**src/rtl/glb_pkg.sv**
```systemverilog
// Shared widths and packet types for the global-buffer store tile.
// Modules refer to these by scoped name; nothing here holds logic.

package glb_pkg;

    // stream and bank word widths
    localparam int cgra_data_width = 16;
    localparam int bank_data_width = 64;

    // address bits inside one bank word
    localparam int bank_byte_offset = 3;

    // byte address of the tile bank, 128 bank words
    localparam int glb_addr_width = 10;

    // header word count
    localparam int max_num_words_width = 10;

    // tile-chain latency select
    localparam int latency_width = 4;

    // one store DMA header slot
    // start_addr bit 0 is ignored, words are 16-bit aligned
    typedef struct packed {
        logic                           valid;
        logic [glb_addr_width-1:0]      start_addr;
        logic [max_num_words_width-1:0] num_words;
    } dma_st_header_t;

    // bank write request
    // wr_addr is always aligned to a bank word
    typedef struct packed {
        logic                           wr_en;
        logic [bank_data_width/8-1:0]   wr_strb;
        logic [glb_addr_width-1:0]      wr_addr;
        logic [bank_data_width-1:0]     wr_data;
    } wr_packet_t;

endpackage

```
**src/rtl/glb_core_store_dma.sv**
```systemverilog
// Store DMA of one global-buffer tile.
// Captures headers from the config registers, packs 16-bit stream words into
// 64-bit bank words with byte strobes and returns invalidate and done pulses.

module glb_core_store_dma #(
    parameter int queue_depth   = 4,
    parameter int num_glb_tiles = 8
) (
    input  logic                                        clk,
    input  logic                                        clk_en,
    input  logic                                        reset,
    input  logic [glb_pkg::cgra_data_width-1:0]         stream_data_f2g,
    input  logic                                        stream_data_valid_f2g,
    input  logic [1:0]                                  cfg_st_dma_mode,
    input  glb_pkg::dma_st_header_t [queue_depth-1:0]   cfg_st_dma_header,
    input  logic [glb_pkg::latency_width-1:0]           cfg_latency,
    output glb_pkg::wr_packet_t                         wr_packet,
    output logic [queue_depth-1:0]                      cfg_store_dma_invalidate_pulse,
    output logic                                        stream_f2g_done_pulse
);

    localparam int addr_w     = glb_pkg::glb_addr_width;
    localparam int word_w     = glb_pkg::cgra_data_width;
    localparam int word_bytes = glb_pkg::cgra_data_width / 8;
    localparam int q_sel_w    = (queue_depth > 1) ? $clog2(queue_depth) : 1;

    typedef enum logic [2:0] {off, idle, ready, acc1, acc2, acc3, acc4, done} state_t;

    state_t state, next_state;

    logic dma_on, auto_on;

    logic [queue_depth-1:0]                     hdr_valid_in, hdr_valid_d1, hdr_rise;
    glb_pkg::dma_st_header_t [queue_depth-1:0]  hdr_q;
    glb_pkg::dma_st_header_t                    sel_hdr;
    logic [q_sel_w-1:0]                         q_sel_r, q_sel;
    logic                                       take;

    logic [glb_pkg::bank_data_width-1:0]        cache_data, next_cache_data;
    logic [glb_pkg::bank_data_width/8-1:0]      cache_strb, next_cache_strb;
    logic [addr_w-1:0]                          cur_addr, next_cur_addr;
    logic [glb_pkg::max_num_words_width-1:0]    num_cnt, next_num_cnt;
    logic                                       is_first_word, next_is_first_word;
    logic [1:0]                                 lane;

    logic                                       wr_full, wr_last;
    logic                                       done_rise;
    logic [num_glb_tiles-1:0][0:0]              done_shift;

    // 00 off, 01/10 manual on slot 0, 11 auto round-robin
    assign dma_on  = (cfg_st_dma_mode != 2'b00);
    assign auto_on = (cfg_st_dma_mode == 2'b11);

    // header capture on rising valid
    always_comb begin
        for (int i = 0; i < queue_depth; i++) begin
            hdr_valid_in[i] = cfg_st_dma_header[i].valid;
        end
    end

    assign hdr_rise = hdr_valid_in & ~hdr_valid_d1;

    always_ff @(posedge clk or posedge reset) begin
        if (reset) begin
            hdr_valid_d1 <= '0;
            hdr_q        <= '0;
        end
        else if (clk_en) begin
            hdr_valid_d1 <= hdr_valid_in;
            for (int i = 0; i < queue_depth; i++) begin
                if (hdr_rise[i]) begin
                    hdr_q[i] <= cfg_st_dma_header[i];
                end
                else if (cfg_store_dma_invalidate_pulse[i]) begin
                    hdr_q[i].valid <= 1'b0;
                end
            end
        end
    end

    // queue select is zero outside auto mode
    assign q_sel   = auto_on ? q_sel_r : '0;
    assign sel_hdr = hdr_q[q_sel];
    assign take    = dma_on && (state == idle) && sel_hdr.valid && (sel_hdr.num_words != '0);

    always_ff @(posedge clk or posedge reset) begin
        if (reset) begin
            q_sel_r                        <= '0;
            cfg_store_dma_invalidate_pulse <= '0;
        end
        else if (clk_en) begin
            if (!auto_on) begin
                q_sel_r <= '0;
            end
            else if (take) begin
                // wraps by itself since the depth is a power of two
                q_sel_r <= q_sel_r + 1'b1;
            end
            for (int i = 0; i < queue_depth; i++) begin
                cfg_store_dma_invalidate_pulse[i] <= take && (q_sel == q_sel_w'(i));
            end
        end
    end

    // lane written by the word accepted in each packing state
    always_comb begin
        case (state)
            acc1:    lane = 2'd1;
            acc2:    lane = 2'd2;
            acc3:    lane = 2'd3;
            default: lane = 2'd0;
        endcase
    end

    always_comb begin
        next_state         = state;
        next_cache_data    = cache_data;
        next_cache_strb    = cache_strb;
        next_cur_addr      = cur_addr;
        next_num_cnt       = num_cnt;
        next_is_first_word = is_first_word;
        case (state)
            off: begin
                if (dma_on) begin
                    next_state = idle;
                end
            end
            idle: begin
                // drop anything left by an abandoned transfer
                next_cache_data = '0;
                next_cache_strb = '0;
                next_num_cnt    = '0;
                if (take) begin
                    next_cur_addr      = {sel_hdr.start_addr[addr_w-1:1], 1'b0};
                    next_num_cnt       = sel_hdr.num_words;
                    next_is_first_word = 1'b1;
                    case (sel_hdr.start_addr[2:1])
                        2'd0:    next_state = ready;
                        2'd1:    next_state = acc1;
                        2'd2:    next_state = acc2;
                        default: next_state = acc3;
                    endcase
                end
            end
            ready, acc1, acc2, acc3, acc4: begin
                if (num_cnt == '0) begin
                    next_state = done;
                end
                else if (stream_data_valid_f2g) begin
                    // full word leaves this cycle so start a fresh one
                    if (state == acc4) begin
                        next_cache_data = '0;
                        next_cache_strb = '0;
                    end
                    next_cache_data[lane*word_w +: word_w]         = stream_data_f2g;
                    next_cache_strb[lane*word_bytes +: word_bytes] = '1;
                    next_num_cnt       = num_cnt - 1'b1;
                    next_is_first_word = 1'b0;
                    if (!is_first_word) begin
                        next_cur_addr = cur_addr + addr_w'(word_bytes);
                    end
                    case (lane)
                        2'd0:    next_state = acc1;
                        2'd1:    next_state = acc2;
                        2'd2:    next_state = acc3;
                        default: next_state = acc4;
                    endcase
                end
                else if (state == acc4) begin
                    next_cache_data = '0;
                    next_cache_strb = '0;
                    next_state      = ready;
                end
            end
            done: begin
                next_cache_data = '0;
                next_cache_strb = '0;
                next_num_cnt    = '0;
                next_state      = idle;
            end
            default: begin
                next_state = idle;
            end
        endcase
    end

    always_ff @(posedge clk or posedge reset) begin
        if (reset) begin
            state         <= off;
            cache_data    <= '0;
            cache_strb    <= '0;
            cur_addr      <= '0;
            num_cnt       <= '0;
            is_first_word <= 1'b0;
        end
        else if (clk_en) begin
            state         <= dma_on ? next_state : off;
            cache_data    <= next_cache_data;
            cache_strb    <= next_cache_strb;
            cur_addr      <= next_cur_addr;
            num_cnt       <= next_num_cnt;
            is_first_word <= next_is_first_word;
        end
    end

    // full word in the cycle after lane 3 and the last word on done
    assign wr_full = (state == acc4) && (num_cnt != '0);
    assign wr_last = (state == done);

    always_comb begin
        wr_packet.wr_en   = wr_full || wr_last;
        wr_packet.wr_strb = wr_packet.wr_en ? cache_strb : '0;
        wr_packet.wr_data = wr_packet.wr_en ? cache_data : '0;
        wr_packet.wr_addr = '0;
        if (wr_packet.wr_en) begin
            wr_packet.wr_addr = {cur_addr[addr_w-1:glb_pkg::bank_byte_offset],
                                 {glb_pkg::bank_byte_offset{1'b0}}};
        end
    end

    // the done state lasts one enabled cycle and is its own rising edge
    assign done_rise = (state == done);

    // done pulse delayed along the tile chain
    glb_shift #(
        .data_width (1),
        .depth      (num_glb_tiles)
    ) u_done_shift (
        .clk      (clk),
        .clk_en   (clk_en),
        .reset    (reset),
        .data_in  (done_rise),
        .data_out (done_shift)
    );

    assign stream_f2g_done_pulse = done_shift[cfg_latency];

    a_wr_strb: assert property (@(posedge clk) disable iff (reset)
        wr_packet.wr_en |-> (wr_packet.wr_strb != '0));

    a_inv_one_cycle: assert property (@(posedge clk) disable iff (reset)
        (clk_en && (|cfg_store_dma_invalidate_pulse)) |=>
        (cfg_store_dma_invalidate_pulse == '0));

    a_latency: assert property (@(posedge clk) disable iff (reset)
        cfg_latency < num_glb_tiles);

endmodule

```
**src/rtl/glb_shift.sv**
```systemverilog
// Clock-enabled shift chain with every stage visible.
// Stage k holds data_in delayed by k+1 enabled cycles, so the caller can
// pick a runtime delay by indexing data_out.

module glb_shift #(
    parameter int data_width = 1,
    parameter int depth      = 8
) (
    input  logic                                clk,
    input  logic                                clk_en,
    input  logic                                reset,
    input  logic [data_width-1:0]               data_in,
    output logic [depth-1:0][data_width-1:0]    data_out
);

    always_ff @(posedge clk or posedge reset) begin
        if (reset) begin
            data_out <= '0;
        end
        else if (clk_en) begin
            data_out[0] <= data_in;
            // each stage takes the one before it
            for (int i = 1; i < depth; i++) begin
                data_out[i] <= data_out[i-1];
            end
        end
    end

endmodule

```
**config.mk**
```make
export PLATFORM = sky130hd
export DESIGN_NAME = glb_core_store_dma
export DESIGN_NICKNAME = d
export VERILOG_FILES = /design/src/rtl/glb_pkg.sv /design/src/rtl/glb_core_store_dma.sv /design/src/rtl/glb_shift.sv
export SDC_FILE = /design/constraint.sdc
export NUM_CORES = 1
export LEC_CHECK = 0
export BUFFER_PORTS_ARGS = -buffer_cell sky130_fd_sc_hd__clkbuf_2
export CORE_MARGIN = 2
export CORE_UTILIZATION = 59
export CTS_CLUSTER_DIAMETER = 60
export DETAILED_ROUTE_END_ITERATION = 12
export PLACE_DENSITY = 0.85
export SLEW_MARGIN = 20
export SYNTH_ARGS = -nofsm -noshare
export SYNTH_HDL_FRONTEND = slang
export SYNTH_SLANG_ARGS = --single-unit
```
**constraint.sdc**
```tcl
create_clock -name clk -period 21.9 [get_ports clk]
set_input_delay 5.475 -clock clk [delete_from_list [all_inputs] [get_ports clk]]
set_output_delay 5.475 -clock clk [all_outputs]
set_load 0.05 [all_outputs]
```
==> qor.yml, run 1 <==
status:
  status: "finished, final reports clean"
power:
  sw_frac_of_total_pct: 36.6
  seq_power_share_pct: 40.8
  ir_drop_mv: 0.0674
  total_power_mw: 1.19
  power_switching_uw: 436
  power.leakage_nw: 5.31
  powerDensity_mw_per_mm2: 107
  internal_power_uw: 755
  clkPwrFrac_pct: 27.7
  comb_power_share_pct: 31.5
detailed_routing:
  firstDrtPassIters: 5
  drc: 0
  drt_iter0_markers: 515
  vias: 7444
  wl_um: 22900
  antenna_left: 0
  vias_per_cell: 5.99
  post_drt_wl_per_cell_um: 18.4
clocking:
  clock_latency_ns: 0.44
  cts_root_buffer: "clkbuf_16"
  clock_path_buffers: 2
  numClockSinks: 193
  htree_levels: 4
  postCtsSetupBuffers: 0
  ctsHoldBuffers: 0
  cts_tree: "built"
  numCtsBuffers: 17
  clkTransAtPathRegs_ns: 0.07
  post_cts_resized: 0
timing:
  hold_viol_final: 0
  fmax_ghz: 0.0829
  grt_setup_unrepaired: "false"
  tns_ns: 0
  fin_crit_ns: 12.06
  tightestPinTransition_ns: 1.10
  timing.hold.ws_ns: 0.479
  skew_ns: 0.0160
  slew_violations: 0
  relSlewSlack_pct: 26.1
  period_share_pct: 55.1
  setup_viol: 0
placement:
  portBuffers: 189
  post-place-cells: 1207
  gp_congestion: 0.827
  hpwl_um: 15400
finish:
  final_core_util_pct: 70.8
  nNetsFinal: 1130
  layout-drive-gt1-share_pct: 33.7
  fin_cells: 1242
  diodes: 0
  mostFrequentLayoutCells: "dfrtp_1, clkbuf_2, mux2_2"
  final_common_cell: "dfrtp_1"
  syn_to_final_growth_pct: 18.3
worst_setup_path:
  crit_path_max_fanout: 2
  criticalPathCategory: "primary input to output port"
  cp_slowest_cell: "mux4_2"
  endpoint_kind: "output port"
  start_kind: "primary input"
  ff2ff_path_depth: 9
  slowest_delay_ns: 0.50
  cp.arrival_ns: 6.59
  cpMostUsedCell: "clkbuf_2"
  worstPathRequired_ns: 16.43
  crit_chain: "clkbuf_2 -> mux4_2 -> mux2_2 -> clkbuf_2"
global_route:
  grt_busiest_layer: "met2"
  overflow: 0
  antenna_found_initial: 0
  grt_pass1_vias: 7061
  met2_usage_pct: 44.6
  grt_usage_pct: 27.4
  grt_max_degree: 119
  gr-usage-met1_pct: 36.7
  grt_use_met3_pct: 6.97
  grt_pass1_wl_um: 36100
job:
  max-cap-violations: 0
synthesis:
  seq_area_frac_synth_pct: 51.3
  ys_ff_latch: 193
  synth_cell_types: 67
  synthCells: 850
  synthFlopType: "dfrtp_1"
  yosys_warnings: 0
  syn_area_mm2: 0.00941
  synth_async_sr_flop_share_pct: 100
  avgSynthCellArea_um2: 11.1
  synth_edf_count: 0
worst_hold_path:
  min_path_type: "flip-flop to flip-flop"
  holdPathStages: 2
floorplanning:
  die_h_um: 130
  num_rows: 46
  initial_core_util_pct: 59.9
  core_mm2: 0.0157
  die_w_um: 130
  dieArea_mm2: 0.0170
  pin_count: 198
state kept, by name (all words and copies together) (netlist names):
signal and flops:
q_sel_r 2, u_done_shift.data_out 8, hdr_q 80, num_cnt 10, hdr_valid_d1 4, is_first_word 1
cur_addr 9, cfg_store_dma_invalidate_pulse 4, state 3, cache_data 64, cache_strb 8
through the flow:
step | cell area (um2) | worst slack [ns]
after floorplan | 9420 | 10.10
after global placement | 10400 | 9.87
after detailed placement | 10500 | 9.83
after CTS | 11100 | 9.83
after global routing | 11100 | 9.80
final | 11100 | 9.84
synth_stat cells (5+ instances only):
library cell  instances  area, um2
buf_1                 6       22.5
a31oi_1               9       56.3
and2_1               79        494
o211ai_1              6       45.0
o21ai_1               6       30.0
clkbuf_1             34        128
or3_1                 7       43.8
nand2_1              80        300
mux2i_1              17        170
inv_1                17       63.8
nor2_1               46        173
a21oi_1              18       90.1
buf_2                10       50.1
nand3_1              17       85.1
a22o_1               71        622
ha_1                  7       87.6
dfrtp_1             193       4830
and3_1                7       43.8
mux2_2               90       1010
o21ai_0              19       95.1
a211oi_1              5       37.5
o2bb2ai_1             5       43.8
buf_4                 7       52.6
o221ai_1             15        131
nor3_1                8       40.0
mux2_1                7       78.8
routing by layer:
layer	vias to the layer above	share of wire, %	wire length, um
li1	3406	-	-
met1	3638	42	9600
met2	357	48	11000
met3	43	8.5	1950
met4	0	1.7	397
met5	-	0	0
cell families (layout without fill, tap and decap cells):
group | Yosys count | after routing | synth area share (%)
adders and majority gates | 7 | 7 | 0.931
AOI/OAI and AO/OA | 189 | 189 | 15.6
buffers and inverters | 77 | 251 | 3.56
DFF | 193 | 193 | 51.3
and+or+nand+nor | 266 | 266 | 14.5
xor gates and xnor gates | 1 | 1 | 0.0931
other | 1 | 3 | 0.0399
muxes | 116 | 116 | 13.9
layout make-up:
class / instances / area (um2)
Inverter: 19 / 78.8
Timing Repair Buffer: 200 / 1040
Fill cell: 1096 / 4580
Clock inverter: 15 / 210
Tap cell: 216 / 270
Multi-Input combinational cell: 582 / 4270
Clock buffer: 17 / 425
Sequential cell: 193 / 4830
worst paths after layout:
path	slack, ns	endpoint	start
setup / recovery	9.84	stream_f2g_done_pulse	cfg_latency[1]
hold / removal	0.48	cache_strb[4]$_DFFE_PP0P_	cache_strb[4]$_DFFE_PP0P_
setup reg to reg	18.79	cache_data[31]$_DFFE_PP0P_	num_cnt[0]$_DFFE_PP0P_
hold reg to reg	0.48	cache_strb[4]$_DFFE_PP0P_	cache_strb[4]$_DFFE_PP0P_
max in group asynchronous	15.23	cache_strb[7]$_DFFE_PP0P_	reset
min in group asynchronous	5.15	num_cnt[1]$_DFFE_PP0P_	reset
power by group through the flow:
stage | sequential (mW) | clock, mW | combinational (mW)
global placement | 0.487 | 0 | 0.353
CTS | 0.485 | 0.332 | 0.371
finish | 0.486 | 0.330 | 0.374
detailed placement | 0.491 | 0 | 0.366
global route | 0.497 | 0.347 | 0.414
floorplan | 0.474 | 0 | 0.291
critical path: cells and delay by family:
kind	cells	cell delay, ns
mux	2	0.78
buf+inv	2	0.33
Power figures use the tool's default switching activity.
==> inputs of run 2 (changes only) <==
ABC_AREA = 1   (was default)
CORE_UTILIZATION = 50   (was 59)
PLACE_DENSITY = 0.77   (was 0.85)
clock period = 10.9 ns   (was 21.9 ns; I/O delays follow)
==> qor.yml, run 2 <==
status:
  status: "finished, final reports clean"
clocking:
  cts_root_buffer: "clkbuf_16"
  numCtsBuffers: 17
  post_cts_resized: 0
  numClockSinks: 193
  cts_tree: "built"
  ctsHoldBuffers: 0
  clock_path_buffers: 2
  clkTransAtPathRegs_ns: 0.07
  clock_latency_ns: 0.44
  htree_levels: 4
  postCtsSetupBuffers: 0
timing:
  skew_ns: 0.0167
  slew_violations: 0
  tns_ns: 0
  grt_setup_unrepaired: "false"
  hold_viol_final: 0
  fin_crit_ns: 6.39
  tightestPinTransition_ns: 0.985
  period_share_pct: 58.6
  fmax_ghz: 0.156
  setup_viol: 0
  relSlewSlack_pct: 34.2
finish:
  reg.largest.list: "hdr_q (80), cache_data (64), num_cnt (10)"
  diodes: 0
  mostFrequentLayoutCells: "dfrtp_1, nand2_1, clkbuf_2"
  stdcell_area_mm2: 0.0112
  largest_reg_flops: 80
  nNetsFinal: 1364
  top_register: "hdr_q"
  final_common_cell: "dfrtp_1"
  fillers: 1607
  layout-drive-gt1-share_pct: 26.6
  syn_to_final_growth_pct: 17.6
  final_core_util_pct: 59.9
worst_setup_path:
  crit_path_max_fanout: 8
  startpoint: "cfg_latency[0]"
  r2r_end: "cur_addr[3]$_DFFE_PP0P_"
  worstPathRequired_ns: 8.18
  r2r_slack_ns: 7.52
  cp_slowest_cell: "clkbuf_2"
  cp.arrival_ns: 3.67
  crit_chain: "clkbuf_2 -> a21oi_1 -> o21ai_0 -> o21ai_0 -> nor2_1 -> a31oi_1 -> clkbuf_2"
  path_delay_family: "compound AO/OA/AOI/OAI gates"
  start_kind: "primary input"
  reg2reg_from: "q_sel_r[1]$_DFFE_PP0P_"
  criticalPathCategory: "primary input to output port"
  crit_buf_inv: 2
  slowest_delay_ns: 0.29
  ff2ff_path_depth: 12
  endpoint_kind: "output port"
detailed_routing:
  post_drt_wl_per_cell_um: 16.5
  firstDrtPassIters: 6
  antenna_left: 0
  vias: 8222
  drc: 0
  vias_per_cell: 5.50
  drt_iter0_markers: 592
  wl_um: 24700
synthesis:
  synthCells: 1088
  synthSimpleGateAreaFrac_pct: 21.2
  ys_ff_latch: 193
  syn_area_mm2: 0.00954
  synth_top_area_cell: "dfrtp_1"
  synth_xor_area_share_pct: 0.643
  synth_common_cells: "dfrtp_1, nand2_1, nor2_1"
  synthFlopType: "dfrtp_1"
  yosysTopAreaCellShare_pct: 50.6
  synthAdderAreaFrac_pct: 0.919
  yosys_warnings: 0
  synth_compound_area_share_pct: 9.74
  synthTopCellsByArea: "dfrtp_1, mux2_2, nand2_1"
  synth_async_sr_flop_share_pct: 100
  synth_most_common_cell: "dfrtp_1"
  avgSynthCellArea_um2: 8.76
  seq_area_frac_synth_pct: 50.6
  synth_cell_types: 41
  synthMuxAreaShare_pct: 8.62
  synth_top_family_by_area: "simple AND/OR/NAND/NOR gates"
  synth_edf_count: 0
worst_hold_path:
  min_path_type: "flip-flop to flip-flop"
  holdPathStages: 2
  min_from: "is_first_word$_DFFE_PP0P_"
  whs_endpoint: "is_first_word$_DFFE_PP0P_"
floorplanning:
  core_mm2: 0.0187
  initial_core_util_pct: 51.0
  pin_count: 198
  num_rows: 50
  die_h_um: 142
  die_w_um: 142
  dieArea_mm2: 0.0202
global_route:
  antenna_found_initial: 0
  grt_pass1_vias: 7973
  grt_usage_pct: 24.7
  grt_pass1_wl_um: 39200
  grt_max_degree: 127
  overflow: 0
placement:
  gp_congestion: 0.883
  hpwl_um: 17000
  portBuffers: 189
  place_area_mm2: 0.0106
power:
  power.leakage_nw: 5.38
  total_power_mw: 2.54
  powerDensity_mw_per_mm2: 226
  ir_drop_mv: 0.144
job:
  max-cap-violations: 0
## run 2: cell types whose count changed in the layout (fill, tap and decap cells not counted), moves of 14 or more
cell,before,now
nand2_1,80,192
inv_1,16,126
nor2_1,46,129
and2_1,79,0
nand3_1,17,89
a22o_1,71,0
o21ai_0,19,75
nand4_1,4,24
mux2_2,90,73
mux2i_1,17,0
o221ai_1,15,0
o32ai_1,2,16
## run 2: per-layer routing
metal  vias up  part of all wire [%]  global-route usage, %
met5         -                     0                      0
met4         0                   2.2                   8.68
met3        46                   7.0                   5.18
met2       328                    49                   41.7
met1      3966                    42                   31.7
li1       3882                     -                      -
## run 2: area by class of cell
cell class	instances	area, um2	share of cell area [%]
flip-flops and latches	193	4830	43.1
clock inverters	15	189	1.69
clock buffers	17	425	3.80
repair buffers	195	1000	8.95
inverters	134	510	4.55
multi-input cells	706	3960	35.3
well taps	234	293	2.61
## run 2: worst min-delay path, cell delays in order (launching register included)
cell and delay, ns:
dfrtp_1 0.35, nand2_1 0.05, nand2_1 0.04
## run 2: through the flow
stage	cells	hold slack, ns	worst slack (ns)
3_5_place_dp	1461	0.457	4.50
3_3_place_gp	1461	0.449	4.52
5_1_grt	1494	0.513	4.41
6_report	1494	0.472	4.51
4_1_cts	1493	0.475	4.50
2_1_floorplan	1090	0.436	2.92
## run 2: worst max-delay path by stage
stage	end	slack [ns]	cells after the start
4_1_cts	stream_f2g_done_pulse	4.50	7
6_report	stream_f2g_done_pulse	4.51	7
2_1_floorplan	cache_data[0]$_DFFE_PP0P_	2.92	1
5_1_grt	stream_f2g_done_pulse	4.41	7
3_3_place_gp	stream_f2g_done_pulse	4.52	7
3_5_place_dp	stream_f2g_done_pulse	4.50	7
## run 2: cell families (layout without fill, tap and decap cells)
group           Yosys count  in the layout
fa+ha+maj                 7              7
simple gates            463            463
compound gates          153            153
xor+xnor                  7              7
other cells               1              3
mux                      73             73
buf+inv                 191            361
flops                   193            193
## run 2: report_power, final
part	switching, mW	internal, mW
Sequential	0.0953	0.924
Clock	0.307	0.350
Combinational	0.585	0.277
Total	0.987	1.55
==> inputs of run 3 (changes only) <==
CORE_UTILIZATION = 55   (was 50)
PLACE_DENSITY = 0.8   (was 0.77)
clock period = 5.9 ns   (was 10.9 ns; I/O delays follow)
==> qor.yml, run 3 (synthesis gave the netlist of run 2 again) <==
timing:
  fmax_ghz: 0.223
  tightestPinTransition_ns: 1.15
  tns_ns: 0
  skew_ns: 0.00983
  relSlewSlack_pct: 22.8
  slew_violations: 0
  hold_viol_final: 0
  fin_crit_ns: 4.48
  grt_setup_unrepaired: "false"
  setup_viol: 0
  period_share_pct: 76.0
floorplanning:
  pin_count: 198
  dieArea_mm2: 0.0184
  die_w_um: 136
  core_mm2: 0.0171
  die_h_um: 136
  initial_core_util_pct: 55.7
  num_rows: 48
detailed_routing:
  post_drt_wl_per_cell_um: 16.0
  antenna_left: 0
  firstDrtPassIters: 5
  drc: 0
  vias: 8150
  vias_per_cell: 5.49
  drt_iter0_markers: 659
  wl_um: 23800
global_route:
  overflow: 0
  grt_usage_pct: 26.3
  grt_max_degree: 194
  grt_pass1_vias: 7843
  grt_pass1_wl_um: 38100
  antenna_found_initial: 0
finish:
  final_common_cell: "dfrtp_1"
  mostFrequentLayoutCells: "dfrtp_1, nand2_1, clkbuf_2"
  diodes: 0
  fillers: 1456
  top_register: "hdr_q"
  syn_to_final_growth_pct: 16.8
  largest_reg_flops: 80
  nNetsFinal: 1365
  final-seq-area_mm2: 0.00483
  final_core_util_pct: 65.1
  layout-drive-gt1-share_pct: 26.4
  multi_input_area_mm2: 0.00395
  reg.largest.list: "hdr_q (80), cache_data (64), num_cnt (10)"
clocking:
  clock_path_buffers: 2
  ctsHoldBuffers: 0
  numCtsBuffers: 17
  numClockSinks: 193
  cts_tree: "built"
  post_cts_resized: 0
  clkTransAtPathRegs_ns: 0.06
  htree_levels: 4
  postCtsSetupBuffers: 0
  clock_latency_ns: 0.43
  cts_root_buffer: "clkbuf_16"
worst_setup_path:
  ff2ff_path_depth: 12
  endpoint_kind: "output port"
  r2r_slack_ns: 2.56
  crit_path_max_fanout: 45
  cp.arrival_ns: 3.01
  criticalPathCategory: "flip-flop to output port"
  r2r_end: "cur_addr[5]$_DFFE_PP0P_"
  worstPathRequired_ns: 4.43
  start_kind: "flip-flop"
  reg2reg_from: "q_sel_r[1]$_DFFE_PP0P_"
placement:
  gp_congestion: 0.877
  portBuffers: 189
  hpwl_um: 16500
power:
  internal_power_mw: 2.78
  clkPwrFrac_pct: 23.5
  sw_frac_of_total_pct: 38.6
  power_switching_mw: 1.75
  ir_drop_mv: 0.296
  seq_power_share_pct: 41.6
  comb_power_share_pct: 34.9
  powerDensity_mw_per_mm2: 406
  power.leakage_nw: 5.34
status:
  status: "finished, final reports clean"
worst_hold_path:
  min_from: "is_first_word$_DFFE_PP0P_"
  holdPathStages: 2
  min_path_type: "flip-flop to flip-flop"
  whs_endpoint: "is_first_word$_DFFE_PP0P_"
job:
  max-cap-violations: 0
run 3: metal layers:
layer / routed length [um] / up-vias / global-route usage (%)
li1: - / 3881 / -
met1: 9680 / 3891 / 33.6
met2: 11700 / 332 / 44.4
met3: 1820 / 46 / 4.68
met4: 602 / 0 / 10.4
met5: 0 / - / 0
run 3: through the flow:
step                      power [mW]  cells  setup WS, ns  instance area [um2]  hold WS [ns]
after floorplan                 3.10   1090          1.24                 9550         0.436
after global placement          3.40   1453          1.70                10600         0.452
after detailed placement        3.46   1453          1.63                10600         0.457
after CTS                       4.53   1483          1.41                11100         0.473
after global routing            4.82   1484          1.19                11100         0.501
final                           4.52   1484          1.42                11100         0.471
run 3: critical path: stages, from the launching register on:
cell      delay [ns]
dfrtp_1         0.38
inv_1           0.12
ha_1            0.16
nand3_1         0.07
nor2_1          0.25
o21ai_0         0.17
inv_2           0.56
buf_4           0.46
nor2_1          0.11
clkbuf_2        0.25
run 3: how the worst max path moves through the flow:
stage / end / start / cells past startpoint
after floorplan: wr_packet[53] / state[1]$_DFFE_PP0P_ / 8
after global placement: cur_addr[8]$_DFFE_PP0P_ / cfg_st_dma_mode[1] / 10
after detailed placement: cur_addr[7]$_DFFE_PP0P_ / cfg_st_dma_mode[1] / 14
after CTS: wr_packet[45] / num_cnt[0]$_DFFE_PP0P_ / 9
after global routing: wr_packet[56] / num_cnt[0]$_DFFE_PP0P_ / 9
final: wr_packet[56] / num_cnt[0]$_DFFE_PP0P_ / 9
run 3: power by group through the flow:
stage,sequential [mW],combinational [mW],clock (mW)
finish,1.88,1.58,1.06
global route,1.92,1.77,1.13
CTS,1.88,1.57,1.08
detailed placement,1.91,1.55,0
global placement,1.89,1.51,0
floorplan,1.87,1.23,0
run 3: layout make-up:
| type | count | share of cell area [%] |
|---|---|---|
| clock inverter | 10 | 0.719 |
| clock buffer | 20 | 4.10 |
| tap | 225 | 2.53 |
| sequential | 193 | 43.4 |
| inverter | 134 | 4.55 |
| multi-input combinational | 706 | 35.5 |
| timing repair buffer | 196 | 9.26 |
